==> src/logic/timer_core_pkg.sv <==
package timer_core_pkg;

    localparam int CNT_W   = 16;   // main counter, TOP and CMP
    localparam int PRESC_W = 8;    // clock divider setting

    // interrupt sources, bit positions in enable and pending
    localparam int INT_W   = 2;
    localparam int INT_TOP = 0;    // counter reached TOP
    localparam int INT_CMP = 1;    // counter reached CMP

    typedef logic [CNT_W-1:0]   cnt_t;
    typedef logic [PRESC_W-1:0] presc_t;
    typedef logic [INT_W-1:0]   int_vec_t;

endpackage

==> src/logic/timer_bus_pkg.sv <==
package timer_bus_pkg;

    localparam int BUS_ADDR_W = 32;
    localparam int BUS_DATA_W = 32;
    localparam int BUS_BE_W   = BUS_DATA_W / 8;   // one enable per byte lane

    localparam int BYTE_W = 8;                    // registers live in byte lane 0 only

    typedef logic [BUS_ADDR_W-1:0] bus_addr_t;
    typedef logic [BUS_DATA_W-1:0] bus_data_t;
    typedef logic [BUS_BE_W-1:0]   bus_be_t;

    // register map, one byte register per word address
    localparam bus_addr_t REG_TOP_L       = 32'h0000_0000;   // TOP bits 7:0
    localparam bus_addr_t REG_TOP_H       = 32'h0000_0004;   // TOP bits 15:8
    localparam bus_addr_t REG_CMP_L       = 32'h0000_0008;   // compare bits 7:0
    localparam bus_addr_t REG_CMP_H       = 32'h0000_000C;   // compare bits 15:8
    localparam bus_addr_t REG_PRESCALE    = 32'h0000_0010;   // tick divider minus one
    localparam bus_addr_t REG_INT_ENABLE  = 32'h0000_0014;
    localparam bus_addr_t REG_INT_PENDING = 32'h0000_0018;   // write one to clear
    localparam bus_addr_t REG_ENABLE      = 32'h0000_001C;
    localparam bus_addr_t REG_COUNTER_L   = 32'h0000_0020;   // read first, takes snapshot
    localparam bus_addr_t REG_COUNTER_H   = 32'h0000_0024;   // returns snapshot high byte

    // field positions inside the ENABLE register
    localparam int FLD_GO = 0;

endpackage
==> src/logic/timer_top.sv <==
`timescale 1ns/1ns

module timer_top
    import timer_bus_pkg::*;
    import timer_core_pkg::*;
(
    input  logic      clk,
    input  logic      rst_n,
    input  logic      i_enable,
    input  logic      i_wr_en,
    input  bus_addr_t i_addr,
    input  bus_data_t i_data,
    input  bus_be_t   i_be,
    output logic      o_ready,
    output bus_data_t o_data,
    output logic      o_irq,
    output logic      o_bus_err,
    output logic      o_pwm
);

    logic   go;
    logic   relatch;
    logic   tick;
    presc_t prescale;
    cnt_t   top;
    cnt_t   cmp;
    cnt_t   count;
    logic   top_match;
    logic   cmp_match;

    timer_mem u_mem (
        .clk         (clk),
        .rst_n       (rst_n),
        .i_enable    (i_enable),
        .i_wr_en     (i_wr_en),
        .i_addr      (i_addr),
        .i_data      (i_data),
        .i_be        (i_be),
        .o_ready     (o_ready),
        .o_data      (o_data),
        .o_irq       (o_irq),
        .o_bus_err   (o_bus_err),
        .o_go        (go),
        .o_relatch   (relatch),
        .o_prescale  (prescale),
        .o_top       (top),
        .o_cmp       (cmp),
        .i_count     (count),
        .i_top_match (top_match),
        .i_cmp_match (cmp_match)
    );

    timer_prescaler u_presc (
        .clk        (clk),
        .rst_n      (rst_n),
        .i_go       (go),
        .i_relatch  (relatch),
        .i_prescale (prescale),
        .o_tick     (tick)
    );

    timer_counter u_cnt (
        .clk         (clk),
        .rst_n       (rst_n),
        .i_tick      (tick),
        .i_go        (go),
        .i_relatch   (relatch),
        .i_top       (top),
        .i_cmp       (cmp),
        .o_count     (count),
        .o_top_match (top_match),
        .o_cmp_match (cmp_match),
        .o_pwm       (o_pwm)
    );

endmodule

==> src/logic/timer_mem.sv <==
`timescale 1ns/1ns

module timer_mem
    import timer_bus_pkg::*;
    import timer_core_pkg::*;
(
    input  logic      clk,
    input  logic      rst_n,
    input  logic      i_enable,     // held high for one command, low in between
    input  logic      i_wr_en,      // 1 write, 0 read
    input  bus_addr_t i_addr,
    input  bus_data_t i_data,
    input  bus_be_t   i_be,         // only lane 0 is used, it must be set
    output logic      o_ready,
    output bus_data_t o_data,
    output logic      o_irq,
    output logic      o_bus_err,
    output logic      o_go,
    output logic      o_relatch,
    output presc_t    o_prescale,
    output cnt_t      o_top,
    output cnt_t      o_cmp,
    input  cnt_t      i_count,
    input  logic      i_top_match,
    input  logic      i_cmp_match
);

    typedef enum logic {ST_ISSUE, ST_RETIRE} state_t;

    state_t   state;
    logic     addr_err;       // unmapped address seen in the issue cycle
    logic     issue;
    int_vec_t int_en;
    int_vec_t int_pend;
    int_vec_t match_now;
    int_vec_t match_q;
    int_vec_t match_rise;
    int_vec_t pend_clr;
    cnt_t     cnt_snap;       // counter copy for the COUNTER_H read

    logic [BYTE_W-1:0] wr_byte;

    assign wr_byte = i_data[BYTE_W-1:0];
    assign issue   = i_enable && !o_ready && (state == ST_ISSUE) && i_be[0];

    assign match_now[INT_TOP] = i_top_match;
    assign match_now[INT_CMP] = i_cmp_match;
    assign match_rise         = match_now & ~match_q;

    assign pend_clr = (issue && i_wr_en && (i_addr == REG_INT_PENDING)) ?
                      int_vec_t'(i_data[INT_W-1:0]) : '0;

    assign o_irq = |(int_en & int_pend);

    always_ff @(posedge clk)
    begin
        if (!rst_n)
        begin
            match_q  <= '1;   // a match already present at reset is not an edge
            int_pend <= '0;
        end
        else
        begin
            match_q  <= match_now;
            int_pend <= (int_pend & ~pend_clr) | match_rise;   // new edge wins over clear
        end
    end

    always_ff @(posedge clk)
    begin
        if (!rst_n)
        begin
            state      <= ST_ISSUE;
            o_ready    <= 1'b0;
            o_bus_err  <= 1'b0;
            addr_err   <= 1'b0;
            o_data     <= '0;
            o_go       <= 1'b0;
            o_relatch  <= 1'b0;
            o_prescale <= '0;
            o_top      <= '0;
            o_cmp      <= '0;
            int_en     <= '0;
            cnt_snap   <= '0;
        end
        else
        begin
            o_relatch <= 1'b0;   // single cycle pulse
            if (!i_enable)
            begin
                // master released, get ready for the next command
                o_ready   <= 1'b0;
                o_bus_err <= 1'b0;
                addr_err  <= 1'b0;
                state     <= ST_ISSUE;
            end
            else if (!o_ready)
            begin
                if (!i_be[0])
                begin
                    o_ready   <= 1'b1;   // reject at once, nothing written
                    o_bus_err <= 1'b1;
                end
                else if (state == ST_RETIRE)
                begin
                    o_ready   <= 1'b1;
                    o_bus_err <= addr_err;
                end
                else
                begin
                    state <= ST_RETIRE;
                    if (i_wr_en)
                    begin
                        case (i_addr)
                            REG_TOP_L:
                            begin
                                o_top[BYTE_W-1:0] <= wr_byte;
                                o_relatch         <= 1'b1;
                            end
                            REG_TOP_H:
                            begin
                                o_top[CNT_W-1:BYTE_W] <= wr_byte;
                                o_relatch             <= 1'b1;
                            end
                            REG_CMP_L:
                            begin
                                o_cmp[BYTE_W-1:0] <= wr_byte;
                                o_relatch         <= 1'b1;
                            end
                            REG_CMP_H:
                            begin
                                o_cmp[CNT_W-1:BYTE_W] <= wr_byte;
                                o_relatch             <= 1'b1;
                            end
                            REG_PRESCALE:
                            begin
                                o_prescale <= wr_byte;
                                o_relatch  <= 1'b1;
                            end
                            REG_INT_ENABLE:  int_en <= i_data[INT_W-1:0];
                            REG_ENABLE:      o_go   <= i_data[FLD_GO];
                            REG_INT_PENDING, REG_COUNTER_L, REG_COUNTER_H:
                            begin
                                // pending clear is done above, counter is read only
                            end
                            default:         addr_err <= 1'b1;
                        endcase
                    end
                    else
                    begin
                        case (i_addr)
                            REG_TOP_L:       o_data <= bus_data_t'(o_top[BYTE_W-1:0]);
                            REG_TOP_H:       o_data <= bus_data_t'(o_top[CNT_W-1:BYTE_W]);
                            REG_CMP_L:       o_data <= bus_data_t'(o_cmp[BYTE_W-1:0]);
                            REG_CMP_H:       o_data <= bus_data_t'(o_cmp[CNT_W-1:BYTE_W]);
                            REG_PRESCALE:    o_data <= bus_data_t'(o_prescale);
                            REG_INT_ENABLE:  o_data <= bus_data_t'(int_en);
                            REG_INT_PENDING: o_data <= bus_data_t'(int_pend);
                            REG_ENABLE:      o_data <= bus_data_t'(o_go);
                            REG_COUNTER_L:
                            begin
                                cnt_snap <= i_count;   // hold the rest for the high read
                                o_data   <= bus_data_t'(i_count[BYTE_W-1:0]);
                            end
                            REG_COUNTER_H:   o_data <= bus_data_t'(cnt_snap[CNT_W-1:BYTE_W]);
                            default:
                            begin
                                o_data   <= '0;
                                addr_err <= 1'b1;
                            end
                        endcase
                    end
                end
            end
        end
    end

    // an error is only reported together with the acknowledge
    a_err_with_ready : assert property (
        @(posedge clk) disable iff (!rst_n)
        o_bus_err |-> o_ready
    );

endmodule

==> src/logic/timer_counter.sv <==
`timescale 1ns/1ns

module timer_counter
    import timer_core_pkg::*;
(
    input  logic clk,
    input  logic rst_n,
    input  logic i_tick,
    input  logic i_go,
    input  logic i_relatch,
    input  cnt_t i_top,
    input  cnt_t i_cmp,
    output cnt_t o_count,
    output logic o_top_match,
    output logic o_cmp_match,
    output logic o_pwm
);

    cnt_t cnt_q;
    cnt_t top_sh;   // shadow copies, only change on relatch
    cnt_t cmp_sh;

    logic at_top;

    assign at_top = (cnt_q == top_sh);

    // shadow registers so that a half-written 16-bit value never reaches the compare
    always_ff @(posedge clk)
    begin
        if (!rst_n)
        begin
            top_sh <= '0;
            cmp_sh <= '0;
        end
        else if (i_relatch)
        begin
            top_sh <= i_top;
            cmp_sh <= i_cmp;
        end
    end

    always_ff @(posedge clk)
    begin
        if (!rst_n)
        begin
            cnt_q <= '0;
        end
        else if (i_relatch)
        begin
            cnt_q <= '0;   // restart period with the new settings
        end
        else if (i_go && i_tick)
        begin
            if (at_top)
            begin
                cnt_q <= '0;   // wrap instead of passing TOP
            end
            else
            begin
                cnt_q <= cnt_q + 1'b1;
            end
        end
    end

    assign o_count     = cnt_q;
    assign o_top_match = at_top;
    assign o_cmp_match = (cnt_q == cmp_sh);

    // high for counts 0 .. CMP-1, so CMP of zero keeps the output low
    assign o_pwm = i_go && (cnt_q < cmp_sh);

    a_relatch_clears_count : assert property (
        @(posedge clk) disable iff (!rst_n)
        i_relatch |=> (o_count == '0)
    );

endmodule

==> src/logic/timer_prescaler.sv <==
`timescale 1ns/1ns

module timer_prescaler
    import timer_core_pkg::*;
(
    input  logic   clk,
    input  logic   rst_n,
    input  logic   i_go,
    input  logic   i_relatch,
    input  presc_t i_prescale,
    output logic   o_tick
);

    presc_t cnt_q;   // cycles left until the next tick

    // tick on the zero state, a relatch starts a fresh period
    assign o_tick = i_go && !i_relatch && (cnt_q == '0);

    always_ff @(posedge clk)
    begin
        if (!rst_n)
        begin
            cnt_q <= '0;
        end
        else if (i_relatch)
        begin
            cnt_q <= i_prescale;   // new divider takes effect from here
        end
        else if (i_go)
        begin
            if (cnt_q == '0)
            begin
                cnt_q <= i_prescale;   // reload, period is prescale + 1
            end
            else
            begin
                cnt_q <= cnt_q - 1'b1;
            end
        end
        // with go low the count simply holds
    end

    // a tick reloads the divider, so ticks come back to back only for prescale zero
    a_tick_spacing : assert property (
        @(posedge clk) disable iff (!rst_n)
        o_tick && (i_prescale != '0) |=> !o_tick
    );

endmodule

==> config.mk <==
export PLATFORM = sky130hd
export DESIGN_NAME = timer_top
export DESIGN_NICKNAME = d
export VERILOG_FILES = /design/src/logic/timer_core_pkg.sv /design/src/logic/timer_bus_pkg.sv /design/src/logic/timer_top.sv /design/src/logic/timer_mem.sv /design/src/logic/timer_counter.sv /design/src/logic/timer_prescaler.sv
export SDC_FILE = /design/constraint.sdc
export NUM_CORES = 1
export LEC_CHECK = 0
export BUFFER_PORTS_ARGS = -buffer_cell sky130_fd_sc_hd__buf_2
export CELL_PAD_IN_SITES_DETAIL_PLACEMENT = 0
export CELL_PAD_IN_SITES_GLOBAL_PLACEMENT = 1
export CORE_UTILIZATION = 46
export DETAILED_ROUTE_END_ITERATION = 12
export PLACE_DENSITY = 0.9
export SYNTH_ARGS = -nofsm -noshare
export SYNTH_HDL_FRONTEND = slang
export SYNTH_SLANG_ARGS = --single-unit
==> constraint.sdc <==
create_clock -name clk -period 6.4 [get_ports clk]
set_input_delay 0.32 -clock clk [delete_from_list [all_inputs] [get_ports clk]]
set_output_delay 0.32 -clock clk [all_outputs]
set_load 0.01 [all_outputs]
== After elaboration in Yosys (flattened, before gate mapping) ==
Index checks and enable logic that the tools add are counted.

* Add/subtract/negate cells: 2
* Order comparisons: 1
* Eq/ne operators: 12
* Mux-type cells: 12
* Bitwise gates (word level): 13
* Reduce and logical (&&, ||, !) cells: 32

{| class="wikitable"
|+ Operators with widths
! operator !! count
|-
| == test 32 x 5 -> 1 bit (second input constant) || 4
|-
| case mux 8 bit (10 select lines) || 1
|-
| == test 32 x 4 -> 1 bit (second input constant) || 2
|-
| == test 32 x 6 -> 1 bit (second input constant) || 2
|-
| AND reduction 6 bit || 8
|-
| == test 16 bit || 2
|-
| == test 32 x 3 -> 1 bit (second input constant) || 1
|-
| logical NOT 32 bit || 1
|-
| two-way mux 8 bit || 3
|-
| adder 16 x 1 -> 16 bit (second input constant) || 1
|-
| less-than comparator 16 bit || 1
|-
| two-way mux 16 bit || 1
|-
| OR reduction 10 bit || 1
|-
| logical AND 1 bit || 9
|-
| logical NOT 8 bit || 1
|-
| subtractor 8 x 1 -> 8 bit (second input constant) || 1
|-
| NOT 1 bit || 7
|-
| AND 2 bit || 3
|-
| two-way mux 1 bit || 6
|-
| AND reduction 2 bit || 3
|-
| OR reduction 6 bit || 1
|-
| AND reduction 5 bit || 1
|-
| OR reduction 5 bit || 1
|-
| NOT 2 bit || 2
|-
| other kinds (7) || 9
|}

* Bits in registers: 156
* Bits of input ports: 72
* Output and inout port bits: 36
* Word-level logic and storage cells: 92

== Logic depth before layout (Yosys ltp) ==
* Depth in word-level cells: 10
* Gate-level depth with buffers: 9

== Modules after synthesis ==
From an unflattened synthesis, not the netlist that was laid out.

* Cell total of the unflattened synthesis: 693
* Area, all modules: 6442.4 µm²

{| class="wikitable"
|+ By module, submodules not included
! module !! times used !! cells an instance !! area an instance (µm²)
|-
| timer_mem || 1 || 354 || 3281.9
|-
| timer_counter || 1 || 267 || 2575.0
|-
| timer_prescaler || 1 || 72 || 585.6
|}

== Least setup slack after synthesis ==
No wires, ideal clock.

* Path type: flip-flop to flip-flop
* From: register u_presc.cnt_q[0]
* To: register u_cnt.cnt_q[10], in the netlist u_cnt.o_count[10]
* Arrival time: 1.893 ns
* Required time: 6.283 ns
* Slack: 4.390 ns
* Cell stages (with the launch flop): 10
* Cells stage by stage: dfxtp_1 > inv_1 > ha_1 > nor3b_1 > and3_1 > clkbuf_1 > inv_1 > o21ai_2 > buf_2 > nor2_1

* Longest elaborated chain between the ends: 3

{| class="wikitable"
|+ RTL lines
! element !! line !! RTL
|-
| start, declared || timer_prescaler.sv:14 || <nowiki>presc_t cnt_q;</nowiki>
|-
| start signal, assigned || timer_prescaler.sv:27 || <nowiki>cnt_q <= i_prescale;</nowiki>
|-
| start signal, assigned || timer_prescaler.sv:33 || <nowiki>cnt_q <= i_prescale;</nowiki>
|-
| start signal, assigned || timer_prescaler.sv:37 || <nowiki>cnt_q <= cnt_q - 1'b1;</nowiki>
|-
| logical NOT 8 bit || timer_prescaler.sv:17 || <nowiki>assign o_tick = i_go && !i_relatch && (cnt_q == '0);</nowiki>
|-
| logical AND 1 bit || timer_prescaler.sv:17 ||
|-
| logical AND 1 bit || timer_counter.sv:52 || <nowiki>else if (i_go && i_tick)</nowiki>
|-
| end signal, assigned || timer_counter.sv:60 || <nowiki>cnt_q <= cnt_q + 1'b1;</nowiki>
|-
| end, declared || timer_counter.sv:19 || <nowiki>cnt_t cnt_q;</nowiki>
|}

No other way between the ends.
A chain may end at the register's enable or synchronous reset.

== Worst setup path after layout ==
* From: register u_presc.cnt_q[0]
* To: register u_cnt.cnt_q[14], in the netlist u_cnt.o_count[14]

Same word-level chain as after synthesis.

==> results.md <==
- CTS buffer count: 17
- Area leader, netlist: dfxtp_1
- Hold Path Sink: u_mem.o_relatch
- RR Startpoint: u_presc.cnt_q[0]
- Final WL: 16.6 mm
- Clock buffer depth: 2
- Initial drt markers: 486
- Pins Over Slew Limit: 0
- Grt total ovfl: 0
- Yosys reg bits: 124
- Core Box Area: 0.0133 sq mm
- CP Class: flip-flop to flip-flop
- Net Sw Power: 0.385 mW
- Clk_lat worst skew: 0.42 ns
- HPWL after DPL: 12.0 mm
- Clock H-tree levels: 4
- Synthesized area per cell: 9.09 sq um
- Internal power: 1.50 mW
- Crit end category: flip-flop
- DR pass1 iterations: 4
- Yosys cell types: 59
- Diodes inserted: 0
- Number of global-route vias before repair: 5120
- Logic gate share of total power: 3.7%
- Synth area leaders: dfxtp_1 39%, mux2i_1 14%, nand2_1 4.5%, ha_1 3.8%, nor2_1 3.4%
- Reg-to-reg endpoint: u_cnt.o_count[14]
- Largest net degree at the start of global routing: 52
- RSZ-0062 raised after global routing: no
- Initial antenna violation count: 0
- Post-CTS Setup Inserts: 0
- All-Layer GR Usage: 24.7%
- CP arrival: 2.99 ns
- Synth cell count leaders: 124 x dfxtp_1, 90 x mux2i_1, 76 x nand2_1, 57 x nor2_1, 32 x nor2b_1
- Synthesized instance count: 693
- Placed Area: 0.00662 sq mm
- Slew HR: 36.7%
- Ys flop type: dfxtp_1
- Top-Level Pins: 108
- Final Hold Fails: 0
- Clock skew: 0.00715 ns
- Area grow syn2layout: 15.3%
- Hold_sp: i_wr_en
- # resized after CTS: 0
- Outcome: finished, final reports clean
- Yosys warns: 0
- Initial Util: 47.4%
- Clock root cell: clkbuf_16
- Nets: 833
- # clock sinks: 124
- Reg2reg path depth: 7
- Reg2reg setup slack: 3.69 ns
- Die width: 119 microns
- Clock-pin slew on the worst setup and hold paths: 0.05 ns
- Worst hold stages: 3
- First-pass GRT wire length: 26.9 mm
- Lkg Pwr: 2.80 nW
- WL/cell: 17.9 microns
- Post-Layout Inst Area: 0.00726 sq mm
- Min Clock Period, post-route: 2.71 ns
- Clock Power Share: 55.2%
- # hold bufs at CTS: 0
- Rows: 42
- Die H: 119 microns
- Worst min path class: input pin to flip-flop
- Mapped cell area: 0.00630 sq mm
- Vias per cell: 5.57
- Post-synth EDFFs: 0
- Routability cong.: 0.859
- Multi-input gate area: 0.00347 sq mm
- Switch share: 20.4%
- Register area share after synthesis: 39.4%
- Register area: 0.00248 sq mm
- Final-layout fill cell count: 1195
- DRC violations left: 0
- Fraction of registers with async set/reset: 0%
- Setup TNS: 0 ns
- WP data required: 6.68 ns
- Seq pwr share: 41.1%
- Fin crit share: 42.4%
- Share of post-route cells with drive strength above 1: 14.4%
- Vias: 5188
- Final setup violation count: 0
- Least-Margin Pin Slew: 0.941 ns
- Port Buffer Count: 56
- Pwr dens: 259 mW/mm^2
- Die area: 0.0142 sq mm
- Post-route ant nets: 0
- CP max FO: 16
- VDD IR-drop max: 0.196 mV
- Yosys top cell area share: 39.4%
- Max-Cap Viols: 0
- Worst Setup Start Kind: flip-flop
- Top-count cell post-synth: dfxtp_1
- FMAX: 0.369 GHz
- TritonCTS clock tree: built
[routing by layer]
metal  vias to the layer above  share of wire (%)  global-route usage, %
li1                       2474                  -                      -
met1                      2497                 43                   31.7
met2                       179                 48                   39.5
met3                        38                6.7                   6.23
met4                         0                2.4                   10.1
met5                         -                  0                      0
[through the flow]
step / power, mW / instances / utilization, % / hold WS (ns) / worst slack [ns]
finish: 1.88 / 931 / 54.6 / 0.150 / 3.69
global route: 1.93 / 931 / 54.6 / 0.154 / 3.51
CTS: 1.89 / 931 / 54.6 / 0.141 / 3.68
detailed placement: 0.860 / 899 / 49.8 / 0.448 / 3.69
global placement: 0.858 / 899 / 49.8 / 0.436 / 3.80
floorplan: 0.842 / 716 / - / 0.424 / 4.39
[worst max-delay path, stage by stage (launching register included)]
cell,delay (ns)
dfxtp_1,0.33
inv_1,0.13
ha_1,0.17
nor3b_1,0.74
and3_1,0.42
inv_1,0.11
o21ai_2,0.55
nor2_1,0.12
[final cells by class]
class                           instances  share of cell area, %
Timing Repair Buffer                   63                   4.58
Tap cell                              176                   3.03
Multi-Input combinational cell        507                   47.9
Inverter                               29                   1.50
Sequential cell                       124                   34.2
Clock inverter                          6                   1.79
Clock buffer                           26                   7.01
[sequential cells by signal (all words and copies together) (netlist names), 8 cells and up]
register	count
u_cnt.cmp_sh	16
u_cnt.o_count	16
u_cnt.top_sh	16
u_mem.cnt_snap	8
u_mem.o_cmp	16
u_mem.o_data	8
u_mem.o_prescale	8
u_mem.o_top	16
u_presc.cnt_q	8
[logic make-up (layout without fill, tap and decap cells)]
logic type	after synthesis	in the layout	synth area share (%)
AND/OR/NAND/NOR	250	250	20.4
flip-flops	124	124	39.4
multiplexers	95	95	15.7
AO/OA/AOI/OAI	88	88	9.48
buffers and inverters	85	124	6.76
XOR/XNOR	31	31	4.31
adder cells (fa/ha/maj)	19	19	3.78
other	1	24	0.0596
[power by group through the flow]
stage / combinational (mW) / clock (mW) / sequential, mW
finish: 0.0697 / 1.04 / 0.775
CTS: 0.0688 / 1.05 / 0.775
detailed placement: 0.0686 / 0 / 0.791
floorplan: 0.0504 / 0 / 0.791
global route: 0.0753 / 1.08 / 0.774
global placement: 0.0671 / 0 / 0.791
[how the worst max path moves through the flow]
stage                     startpoint                end  slack [ns]  cells after the start
floorplan           u_presc.cnt_q[0]  u_cnt.o_count[10]        4.39                      9
global placement    u_presc.cnt_q[0]  u_cnt.o_count[13]        3.80                      7
detailed placement  u_presc.cnt_q[0]   u_cnt.o_count[0]        3.69                      7
CTS                 u_presc.cnt_q[0]   u_cnt.o_count[0]        3.68                      7
global route        u_presc.cnt_q[0]   u_cnt.o_count[3]        3.51                      7
finish              u_presc.cnt_q[0]  u_cnt.o_count[14]        3.69                      7
[cell usage in the layout (no fill, tap or decap), types with 12 or more instances in the layout]
master / instances
inv_1: 29
xor2_1: 19
nand2_1: 76
a21oi_1: 16
mux2i_1: 90
ha_1: 19
buf_2: 56
conb_1: 24
xnor2_1: 12
o21ai_0: 22
nor2_1: 57
nand3_1: 14
dfxtp_1: 123
nor4_1: 17
clkbuf_16: 17
nor2b_1: 32
Power figures use the tool's default switching activity.
